[src/bin_conv_pkg.sv]
// package: widths, memory addresses, end marker, fetch states, slice and result structs
package bin_conv_pkg;

	// memory geometry
	localparam int ADDR_W = 12;
	localparam int WORD_W = 16;
	// widest image row, one bit per column
	localparam int MAX_COLS = 16;
	// 3x3 kernel
	localparam int KERNEL_BITS = 9;

	// kernel word in weight memory, dims word at 0 never read
	localparam logic [ADDR_W-1:0] WEIGHT_DATA_ADDR = 12'h001;
	// row count that stops the image stream
	localparam logic [WORD_W-1:0] END_MARKER = 16'h00FF;
	// 5 of 9 negative products flips the output bit to 0
	localparam int MAJORITY = 5;
	// slice in to result out
	localparam int WINDOW_LATENCY = 2;

	typedef logic [ADDR_W-1:0] addr_t;
	typedef logic [WORD_W-1:0] word_t;
	typedef logic [$clog2(MAX_COLS)-1:0] col_t;
	// bit 3*i+j -> window row i, window column j
	typedef logic [KERNEL_BITS-1:0] kernel_t;

	typedef enum logic [3:0] {
		idle, weight, rows, cols, load0, load1, load2, sweep, next_row, drain
	} fetch_state_t;

	// one image column across the three buffered rows
	typedef struct packed {
		logic valid;
		col_t col;
		logic [2:0] pix;
		logic last;
		addr_t waddr;
	} col_slice_t;

	// one output bit, value is the majority result
	typedef struct packed {
		logic valid;
		col_t col;
		logic value;
		logic last;
		addr_t waddr;
	} win_result_t;

endpackage

[src/bin_conv_fetch.sv]
// fetch controller module with header and row reads, row buffers and column slice generation
module bin_conv_fetch (
	input logic clk,
	input logic reset_b,
	input logic run,
	output logic busy,
	output bin_conv_pkg::addr_t img_addr,
	input bin_conv_pkg::word_t img_data,
	output bin_conv_pkg::addr_t wgt_addr,
	input bin_conv_pkg::word_t wgt_data,
	output bin_conv_pkg::kernel_t kernel,
	output bin_conv_pkg::col_slice_t slice
);

	bin_conv_pkg::fetch_state_t state, state_nxt;

	// image read pointer holds the next address to fetch
	bin_conv_pkg::addr_t rd_ptr;
	// output row address runs across all images
	bin_conv_pkg::addr_t waddr;
	// output row within the current image
	bin_conv_pkg::word_t row_cnt;
	bin_conv_pkg::col_t col_cnt;
	logic [2:0] drain_cnt;

	// image header
	bin_conv_pkg::word_t n_rows;
	bin_conv_pkg::word_t n_cols;
	// three rows under the window with r0 on top
	bin_conv_pkg::word_t r0, r1, r2;

	bin_conv_pkg::col_t col_max;
	logic col_end;
	logic last_row;
	logic end_seen;
	logic drain_done;

	// cols word 16 wraps to 0 and 0-1 gives 15
	assign col_max = n_cols[3:0] - 4'd1;
	assign col_end = (col_cnt == col_max);
	// window bottom sits on the final image row
	assign last_row = (row_cnt + 16'd3 == n_rows);
	assign end_seen = (img_data == bin_conv_pkg::END_MARKER);
	// two pipeline stages plus writer register plus margin
	assign drain_done = (drain_cnt == 3'(bin_conv_pkg::WINDOW_LATENCY + 1));

	// kernel address never changes
	assign wgt_addr = bin_conv_pkg::WEIGHT_DATA_ADDR;
	// data for rd_ptr comes back next cycle
	assign img_addr = rd_ptr;
	assign busy = (state != bin_conv_pkg::idle);

	always_comb begin
		state_nxt = state;
		case (state)
			bin_conv_pkg::idle:
				if (run)
					state_nxt = bin_conv_pkg::weight;
			bin_conv_pkg::weight:
				state_nxt = bin_conv_pkg::rows;
			bin_conv_pkg::rows:
				state_nxt = end_seen ? bin_conv_pkg::drain : bin_conv_pkg::cols;
			bin_conv_pkg::cols:
				state_nxt = bin_conv_pkg::load0;
			bin_conv_pkg::load0:
				state_nxt = bin_conv_pkg::load1;
			bin_conv_pkg::load1:
				state_nxt = bin_conv_pkg::load2;
			bin_conv_pkg::load2:
				state_nxt = bin_conv_pkg::sweep;
			bin_conv_pkg::sweep:
				if (col_end)
					state_nxt = bin_conv_pkg::next_row;
			// last row of an image -> next header already requested
			bin_conv_pkg::next_row:
				state_nxt = last_row ? bin_conv_pkg::rows : bin_conv_pkg::sweep;
			bin_conv_pkg::drain:
				if (drain_done)
					state_nxt = bin_conv_pkg::idle;
			default:
				state_nxt = bin_conv_pkg::idle;
		endcase
	end

	always_ff @(posedge clk or negedge reset_b) begin
		if (!reset_b) begin
			state <= bin_conv_pkg::idle;
			rd_ptr <= '0;
			waddr <= '0;
			row_cnt <= '0;
			col_cnt <= '0;
			drain_cnt <= '0;
		end else begin
			state <= state_nxt;
			case (state)
				// stream always starts at image address 0
				bin_conv_pkg::idle: begin
					rd_ptr <= '0;
					waddr <= '0;
				end
				bin_conv_pkg::weight,
				bin_conv_pkg::cols,
				bin_conv_pkg::load0,
				bin_conv_pkg::load1:
					rd_ptr <= rd_ptr + 1'b1;
				bin_conv_pkg::rows: begin
					row_cnt <= '0;
					drain_cnt <= '0;
					if (!end_seen)
						rd_ptr <= rd_ptr + 1'b1;
				end
				bin_conv_pkg::load2:
					col_cnt <= '0;
				bin_conv_pkg::sweep: begin
					col_cnt <= col_end ? '0 : col_cnt + 1'b1;
					// request the next bottom row on the final column
					if (col_end && !last_row)
						rd_ptr <= rd_ptr + 1'b1;
				end
				bin_conv_pkg::next_row: begin
					waddr <= waddr + 1'b1;
					if (last_row) begin
						// step past the next image header now being read
						rd_ptr <= rd_ptr + 1'b1;
					end else begin
						row_cnt <= row_cnt + 1'b1;
					end
				end
				bin_conv_pkg::drain:
					drain_cnt <= drain_cnt + 1'b1;
				default: ;
			endcase
		end
	end

	// header, kernel and row buffers
	always_ff @(posedge clk) begin
		case (state)
			bin_conv_pkg::weight:
				kernel <= wgt_data[bin_conv_pkg::KERNEL_BITS-1:0];
			bin_conv_pkg::rows:
				n_rows <= img_data;
			bin_conv_pkg::cols:
				n_cols <= img_data;
			bin_conv_pkg::load0:
				r0 <= img_data;
			bin_conv_pkg::load1:
				r1 <= img_data;
			bin_conv_pkg::load2:
				r2 <= img_data;
			// shift rows up and take the new bottom row from the sweep read
			bin_conv_pkg::next_row:
				if (!last_row) begin
					r0 <= r1;
					r1 <= r2;
					r2 <= img_data;
				end
			default: ;
		endcase
	end

	// one column per sweep cycle
	always_comb begin
		slice.valid = (state == bin_conv_pkg::sweep);
		slice.col = col_cnt;
		slice.pix = {r2[col_cnt], r1[col_cnt], r0[col_cnt]};
		slice.last = slice.valid && col_end;
		slice.waddr = waddr;
	end

	// sweep never runs past the row width from the header
	a_col_in_range: assert property (@(posedge clk) disable iff (!reset_b)
		slice.valid |-> ({12'd0, slice.col} < n_cols));

endmodule

[src/bin_conv_top.sv]
// module bin_conv_top: fetch, window and writer wired to the memory ports
module bin_conv_top (
	input logic clk,
	input logic reset_b,
	// start pulse, sampled while idle
	input logic run,
	output logic busy,
	// image memory read port
	output bin_conv_pkg::addr_t img_addr,
	input bin_conv_pkg::word_t img_data,
	// weight memory read port
	output bin_conv_pkg::addr_t wgt_addr,
	input bin_conv_pkg::word_t wgt_data,
	// output memory write port
	output logic write_en,
	output bin_conv_pkg::addr_t write_addr,
	output bin_conv_pkg::word_t write_data
);

	// kernel held by fetch for the whole run
	bin_conv_pkg::kernel_t kernel;
	// fetch -> window
	bin_conv_pkg::col_slice_t slice;
	// window -> writer
	bin_conv_pkg::win_result_t result;

	// headers, row buffers, column slices
	bin_conv_fetch u_fetch (
		.clk(clk),
		.reset_b(reset_b),
		.run(run),
		.busy(busy),
		.img_addr(img_addr),
		.img_data(img_data),
		.wgt_addr(wgt_addr),
		.wgt_data(wgt_data),
		.kernel(kernel),
		.slice(slice)
	);

	// products and majority, two cycles
	bin_conv_window u_window (
		.clk(clk),
		.reset_b(reset_b),
		.kernel(kernel),
		.slice(slice),
		.result(result)
	);

	// one output word per row
	bin_conv_writer u_writer (
		.clk(clk),
		.reset_b(reset_b),
		.result(result),
		.write_en(write_en),
		.write_addr(write_addr),
		.write_data(write_data)
	);

endmodule

[src/bin_conv_window.sv]
// window pipeline module with 3x3 shift register, xnor products and majority vote
module bin_conv_window (
	input logic clk,
	input logic reset_b,
	input bin_conv_pkg::kernel_t kernel,
	input bin_conv_pkg::col_slice_t slice,
	output bin_conv_pkg::win_result_t result
);

	// the two columns left of the incoming slice
	logic [2:0] col_m2, col_m1;
	// bit j of window row i is window column j
	logic [2:0][2:0] win;
	// pixel differs from weight -> negative product
	logic [2:0][2:0] neg;
	logic [2:0][1:0] row_neg;

	// stage one
	logic [2:0][1:0] s1_neg;
	logic s1_valid;
	logic s1_last;
	bin_conv_pkg::col_t s1_col;
	bin_conv_pkg::addr_t s1_waddr;

	// stage two
	logic [3:0] neg_sum;

	always_comb begin
		for (int i = 0; i < 3; i++) begin
			win[i] = {slice.pix[i], col_m1[i], col_m2[i]};
			neg[i] = win[i] ^ kernel[3*i +: 3];
			row_neg[i] = 2'(neg[i][0]) + 2'(neg[i][1]) + 2'(neg[i][2]);
		end
	end

	// shift only on real columns
	always_ff @(posedge clk) begin
		if (slice.valid) begin
			col_m2 <= col_m1;
			col_m1 <= slice.pix;
		end
		s1_neg <= row_neg;
	end

	always_ff @(posedge clk or negedge reset_b) begin
		if (!reset_b) begin
			s1_valid <= 1'b0;
			s1_last <= 1'b0;
			s1_col <= '0;
			s1_waddr <= '0;
		end else begin
			// columns 0 and 1 only fill the window
			s1_valid <= slice.valid && (slice.col >= 4'd2);
			s1_last <= slice.last;
			s1_col <= slice.col - 4'd2;
			s1_waddr <= slice.waddr;
		end
	end

	assign neg_sum = 4'(s1_neg[0]) + 4'(s1_neg[1]) + 4'(s1_neg[2]);

	always_ff @(posedge clk or negedge reset_b) begin
		if (!reset_b) begin
			result <= '0;
		end else begin
			result.valid <= s1_valid;
			result.col <= s1_col;
			// positive unless negatives hold the majority
			result.value <= (neg_sum < 4'(bin_conv_pkg::MAJORITY));
			result.last <= s1_last;
			result.waddr <= s1_waddr;
		end
	end

	a_result_from_slice: assert property (@(posedge clk) disable iff (!reset_b)
		result.valid |-> $past(slice.valid, bin_conv_pkg::WINDOW_LATENCY));

endmodule

[src/bin_conv_writer.sv]
// module bin_conv_writer: row word assembly and output memory write strobe
module bin_conv_writer (
	input logic clk,
	input logic reset_b,
	input bin_conv_pkg::win_result_t result,
	output logic write_en,
	output bin_conv_pkg::addr_t write_addr,
	output bin_conv_pkg::word_t write_data
);

	// bits of the row collected so far
	bin_conv_pkg::word_t row_word;
	// row word with the current result merged in
	bin_conv_pkg::word_t row_word_nxt;

	always_comb begin
		row_word_nxt = row_word;
		// result column maps straight to word bit
		if (result.valid)
			row_word_nxt[result.col] = result.value;
	end

	// control side, strobe and accumulator
	always_ff @(posedge clk or negedge reset_b) begin
		if (!reset_b) begin
			write_en <= 1'b0;
			row_word <= '0;
		end else begin
			// single cycle pulse per finished row
			write_en <= result.last;
			// unused high columns stay 0 in every row
			if (result.last)
				row_word <= '0;
			else
				row_word <= row_word_nxt;
		end
	end

	// write port payload, held until the next row completes
	always_ff @(posedge clk) begin
		if (result.last) begin
			write_addr <= result.waddr;
			write_data <= row_word_nxt;
		end
	end

	// rows are at least three slices apart, so strobes never touch
	a_single_strobe: assert property (@(posedge clk) disable iff (!reset_b)
		write_en |=> !write_en);

endmodule

[config.mk]
export PLATFORM = sky130hd
export DESIGN_NAME = bin_conv_top
export DESIGN_NICKNAME = d
export VERILOG_FILES = /design/src/bin_conv_pkg.sv /design/src/bin_conv_fetch.sv /design/src/bin_conv_top.sv /design/src/bin_conv_window.sv /design/src/bin_conv_writer.sv
export SDC_FILE = /design/constraint.sdc
export NUM_CORES = 1
export LEC_CHECK = 0
export BUFFER_PORTS_ARGS = -buffer_cell sky130_fd_sc_hd__buf_2
export CORE_ASPECT_RATIO = 1.25
export CORE_UTILIZATION = 63
export CTS_BUF_LIST = sky130_fd_sc_hd__clkbuf_8
export DETAILED_ROUTE_END_ITERATION = 7
export PLACE_DENSITY = 0.93
export SYNTH_ARGS = -nofsm -noshare
export SYNTH_HDL_FRONTEND = slang
export SYNTH_SLANG_ARGS = --single-unit
[constraint.sdc]
create_clock -name clk -period 9.7 [get_ports clk]
set_clock_uncertainty 0.2 [all_clocks]
set_input_delay 1.455 -clock clk [delete_from_list [all_inputs] [get_ports clk]]
set_output_delay 1.455 -clock clk [all_outputs]
set_load 0.03 [all_outputs]
* Word level (Yosys, flattened, before mapping)
Index checks and enable logic that the tools add are counted.
Storage, ports and cells: flip-flop bits (word level) 222, bits in latches 0, bits in writable memories 0, bits in read-only memories 0, input bits 35, output and inout bits 54, word-level logic and storage cells 129, memories 0
Operators by class: $add $sub $neg 16, multiply operators 0, divide/modulo/power cells 0, order comparisons 5, eq/ne operators 20, shift operators 0, muxes and demuxes 33, bitwise gates (word level) 3, reduce and logical (&&, ||, !) cells 22
Operators by type and width (count):
- $pmux W16 S2 | 4
- $mux W16 | 6
- $pmux W12 S5 | 1
- $pmux W4 S10 | 1
- $mux W12 | 3
- $add A12 B1 Y12 const B | 2
- $pmux W12 S2 | 1
- $mux W4 | 5
- $add A16 B1 Y16 const B | 1
- $add A16 B2 Y16 const B | 1
- $bwmux W16 | 1
- $eq A16 B16 Y1 | 1
- $eq A16 B8 Y1 const B | 1
- $eq A4 B3 Y1 const B | 4
- $reduce_bool A2 Y1 | 7
- $bmux W1 S4 | 3
- $lt A4 B5 Y1 const B | 2
- $ne A2 B2 Y1 const B | 5
- $xor A3 B3 Y3 | 3
- $eq A4 B2 Y1 const B | 2
- $eq A4 B4 Y1 const B | 2
- $pmux W4 S2 | 1
- $reduce_and A2 Y1 | 4
- $add A1 B1 Y2 | 3
- 26 further kinds | 35

* Depth between registers and ports, before layout
word-level depth 7, mapped depth 11, mapped depth without buffers 10

* Modules after synthesis
A second synthesis with hierarchy kept.
Second synthesis, totals: cells, all modules 879, area total of the unflattened synthesis 10242.3 um^2
By module, submodules not included:
- bin_conv_fetch | times used 1, cells an instance 679, area an instance 6865.3 um^2, seq. area each 3588.4 um^2
- bin_conv_writer | times used 1, cells an instance 123, area an instance 1879.3 um^2, seq. area each 1266.2 um^2
- bin_conv_window | times used 1, cells an instance 77, area an instance 1497.7 um^2, seq. area each 1226.2 um^2

* Least setup slack after synthesis
OpenSTA, ideal clock, no wires.
kind in2reg, from input port img_data[14], to register u_fetch.rd_ptr[2] (netlist: u_fetch.img_addr[2]), setup time 120 ps, data arrival time 3351 ps, data required time 9380 ps, path slack 6029 ps, stages 8, buffers on the path 1, path through or4b_2 nor4_1 o32ai_1 a21o_1 o31ai_2 a21oi_2 buf_2 a31o_2
Between the ends: longest elaborated chain between the ends 3
Ends and longest elaborated chain:
- start: declaration | RTL line bin_conv_top.sv:10 | input bin_conv_pkg::word_t img_data,
- $eq A16 B8 Y1 | RTL line bin_conv_fetch.sv:43 | assign end_seen = (img_data == bin_conv_pkg::END_MARKER);
- $ne A2 B2 Y1 (no line)
- $reduce_and A4 Y1 (no line)
- end signal: assignment | RTL line bin_conv_fetch.sv:105 | rd_ptr <= rd_ptr + 1'b1;
- end signal: assignment | RTL line bin_conv_fetch.sv:110 | rd_ptr <= rd_ptr + 1'b1;
- end signal: assignment | RTL line bin_conv_fetch.sv:118 | rd_ptr <= rd_ptr + 1'b1;
- end: declaration | RTL line bin_conv_fetch.sv:18 | bin_conv_pkg::addr_t rd_ptr;
No other way between the ends. A chain may end at the register's enable or synchronous reset.

* Final worst setup path
from register u_fetch.state[3], to output port busy
Between the ends: longest elaborated chain between the ends 1
Ends and longest elaborated chain:
- start: declaration | RTL line bin_conv_fetch.sv:15 | bin_conv_pkg::fetch_state_t state, state_nxt;
- start signal: assignment | RTL line bin_conv_fetch.sv:87 | state <= bin_conv_pkg::idle;
- start signal: assignment | RTL line bin_conv_fetch.sv:94 | state <= state_nxt;
- $reduce_bool A4 Y1 | RTL line bin_conv_fetch.sv:51 | assign busy = (state != bin_conv_pkg::idle);
- end: declaration | RTL line bin_conv_top.sv:7 | output logic busy,
No other way between the ends.

==> flow_summary.yaml <==
global_routing:
  antenna_found_initial: 0
  busiest_layer: "met2"
  grt.met1_usage: 0.300
  grt_overflow: 0
  grt_use_met2: 0.419
  use_met3: 0.0363
  track_usage: 0.241
  grt_max_degree: 60
  grt_pass1_wl_mm: 30.7
  grt_pass1_vias: 6409
critical_path:
  start_kind: "register"
  critical_path_class: "reg -> out"
  cp_max_fo: 27
  cp.arrival_ns: 2.30
  cp_cell_sequence: "nor4_1, buf_4, clkinv_1, buf_2"
  cp-startpoint: "u_fetch.state[3]"
  reg2reg_slack_ns: 5.94
  worstPathRequired_ns: 8.05
  r2r-start: "u_fetch.row_cnt[0]"
  cp-end-kind: "primary output"
  critPathSlowestCell: "dfrtp_1"
  cpPeakStageDelay_ns: 0.68
placed_design:
  hpwl_mm: 12.8
  place_congestion: 0.863
  port_buffers: 69
  placed_area_um2: 10300
detailed_routing:
  vias: 6459
  viasPerCell: 5.88
  drc: 0
  firstDrtPassIters: 7
  drtIter0Drc: 487
  wire_per_inst_um: 17.0
  antenna_left: 0
  totalWireLength_mm: 18.7
clock_network:
  cts_tree: "done"
  insertion_delay_ns: 0.59
  cts_buffers: 31
  ctsResizeCount: 0
  clk_pin_slew_ns: 0.06
  cts.htree.levels: 1
  cts_buffer_depth: 3
  cts-root-buf: "clkbuf_8"
  cts_hold_buf: 0
  post_cts_buffers: 0
  cts.sinks: 222
hold_path:
  min_from: "u_window.s1_last"
  min_path_type: "reg -> reg"
synthesis:
  synth_cell_type_count: 73
  synth_top_area_frac: 0.338
  synthArstFlopShare: 0.473
  ys_top_cells_by_area: "edfxtp_1, dfrtp_1, nand2_1"
  netlist_area_um2: 9870
  syn_area_per_cell_um2: 12.4
  synth_edf_count: 111
  synth_top_cell_by_area: "edfxtp_1"
  yosysWarnings: 0
  yosysSeqAreaShare: 0.616
  syn_inst: 793
  synth_flop_cell: "edfxtp_1"
  ys_seq_elements: 222
sta:
  worstMarginPinSlew_ns: 1.12
  drv_slew: 0
  rsz0062_at_grt: "false"
  setup_tns_ns: 0
  hold_viol_final: 0
  relSlewSlack: 0.254
  min_period_ns: 3.95
  min_period_over_period: 0.407
  clock.fmax_mhz: 253
  setup_violations: 0
floorplan:
  coreArea_um2: 15100
  rows: 50
  die_h_um: 142
  die_x_um: 114
  die_area_um2: 16200
  initial_core_util: 0.652
  num_io_pins: 89
layout:
  final_layout_size_suffix_gt1_frac: 0.201
  finish.instance_area_um2: 11000
  layout.nets: 920
  diodes: 0
  syn_to_final_growth_pct: 11.7
run_status:
  run_status: "complete, no violations"
power:
  powerDensity_nw_per_um2: 251
  p_leak_nw: 4.65
  irDropWorstVdd_mv: 0.165
job:
  max-cap-violations: 0
where the power goes:
part	internal, mW	switching, mW	total [mW]	leakage [nW]
registers	1.20	0.133	1.33	2.48
logic	0.279	0.383	0.662	1.77
clock network	0.432	0.340	0.772	0.390
final timing paths:
check | end | depth (start not counted)
setup / recovery | busy | 4
hold / removal | u_window.result[12] | 0
max in group asynchronous | u_window.s1_waddr[0] | 2
setup reg to reg | u_fetch.img_addr[6] | 10
hold reg to reg | u_window.result[12] | 0
min in group asynchronous | u_fetch.row_cnt[13] | 1
registers in the layout, indices dropped and copies added (netlist names), 16 cells and up:
signal and cells:
u_fetch.n_rows 16, u_fetch.r0 16, u_fetch.r1 16, u_fetch.r2 16, u_fetch.row_cnt 16, u_window.result 19, u_writer.row_word 16, u_writer.write_data 16
layout make-up:
cell class	instances	area, um2
Fill cell	944	4120
Clock inverter	17	126
Clock buffer	41	564
Sequential cell	222	6080
Multi-Input combinational cell	504	3470
Tap cell	208	260
Inverter	29	109
Timing Repair Buffer	78	415
kinds of logic after synthesis:
| family | synth area share |
|---|---|
| flops | 0.616 |
| other cells | 0.000761 |
| mux | 0.0619 |
| simple gates | 0.145 |
| compound gates | 0.0728 |
| fa+ha+maj | 0.0279 |
| xor+xnor | 0.0391 |
| buf+inv | 0.0361 |
worst max-delay path, delay by kind of cell (launching register included):
family        cells  cell delay (ns)
buf+inv           3             0.74
flops             1             0.68
simple gates      1             0.31
synth_stat cells (5+ instances only):
cell and number:
clkbuf_1 26, xnor2_1 25, a21o_1 5, nand2_1 126, nand3_1 21, a21oi_1 20
nand3b_1 6, nand4_1 15, dfxtp_1 6, fa_1 5, mux4_2 15, dfrtp_1 105
nor2_1 38, mux2i_1 7, edfxtp_1 111, nor4_1 6, and3_1 9, inv_1 27
or3_1 5, xor2_1 19, ha_1 14, nor2b_1 19, nor3_1 17, mux2_2 18
buf_2 6, a22o_1 6, buf_4 12, o21ai_0 24, o31ai_1 5
cell usage in the layout, fill, tap and decap left out, types with 4 or more instances in the layout:
| cell type | instances |
|---|---|
| a21o_1 | 5 |
| a22o_1 | 6 |
| nand3_1 | 21 |
| xnor2_1 | 25 |
| fa_1 | 5 |
| nand2_1 | 126 |
| dfxtp_1 | 6 |
| or3_1 | 5 |
| xor2_1 | 19 |
| edfxtp_1 | 111 |
| clkbuf_8 | 41 |
| dfrtp_1 | 105 |
| buf_2 | 68 |
| nor2_1 | 38 |
| conb_1 | 12 |
| and3_1 | 9 |
| nor3_1 | 17 |
| nand3b_1 | 6 |
| buf_4 | 10 |
| or4_1 | 4 |
| inv_1 | 36 |
| o21ai_0 | 23 |
| clkinv_1 | 5 |
| nor2b_1 | 19 |
| mux4_2 | 15 |
| o211ai_1 | 4 |
| mux2i_1 | 7 |
| nand2b_1 | 4 |
| a21oi_1 | 20 |
| nor4_1 | 6 |
| ha_1 | 14 |
| mux2_2 | 18 |
| nand4_1 | 15 |
| o31ai_1 | 5 |
stage by stage:
stage	std cells	util	power (mW)	hold WS [ns]	setup slack, ns
6_report	1099	0.728	2.77	0.136	5.75
5_1_grt	1099	0.728	2.91	0.146	5.57
4_1_cts	1099	0.728	2.79	0.127	5.74
3_5_place_dp	1041	0.682	2.01	0.135	5.36
3_3_place_gp	1041	0.682	1.95	0.131	5.42
2_1_floorplan	803	-	1.82	0.131	6.03
layer usage:
metal | wire length [um] | share of wire
met1 | 7330 | 0.39
met3 | 1100 | 0.059
met4 | 516 | 0.028
met5 | 0 | 0
met2 | 9780 | 0.52
No activity file was read; power rests on OpenSTA's default activity.
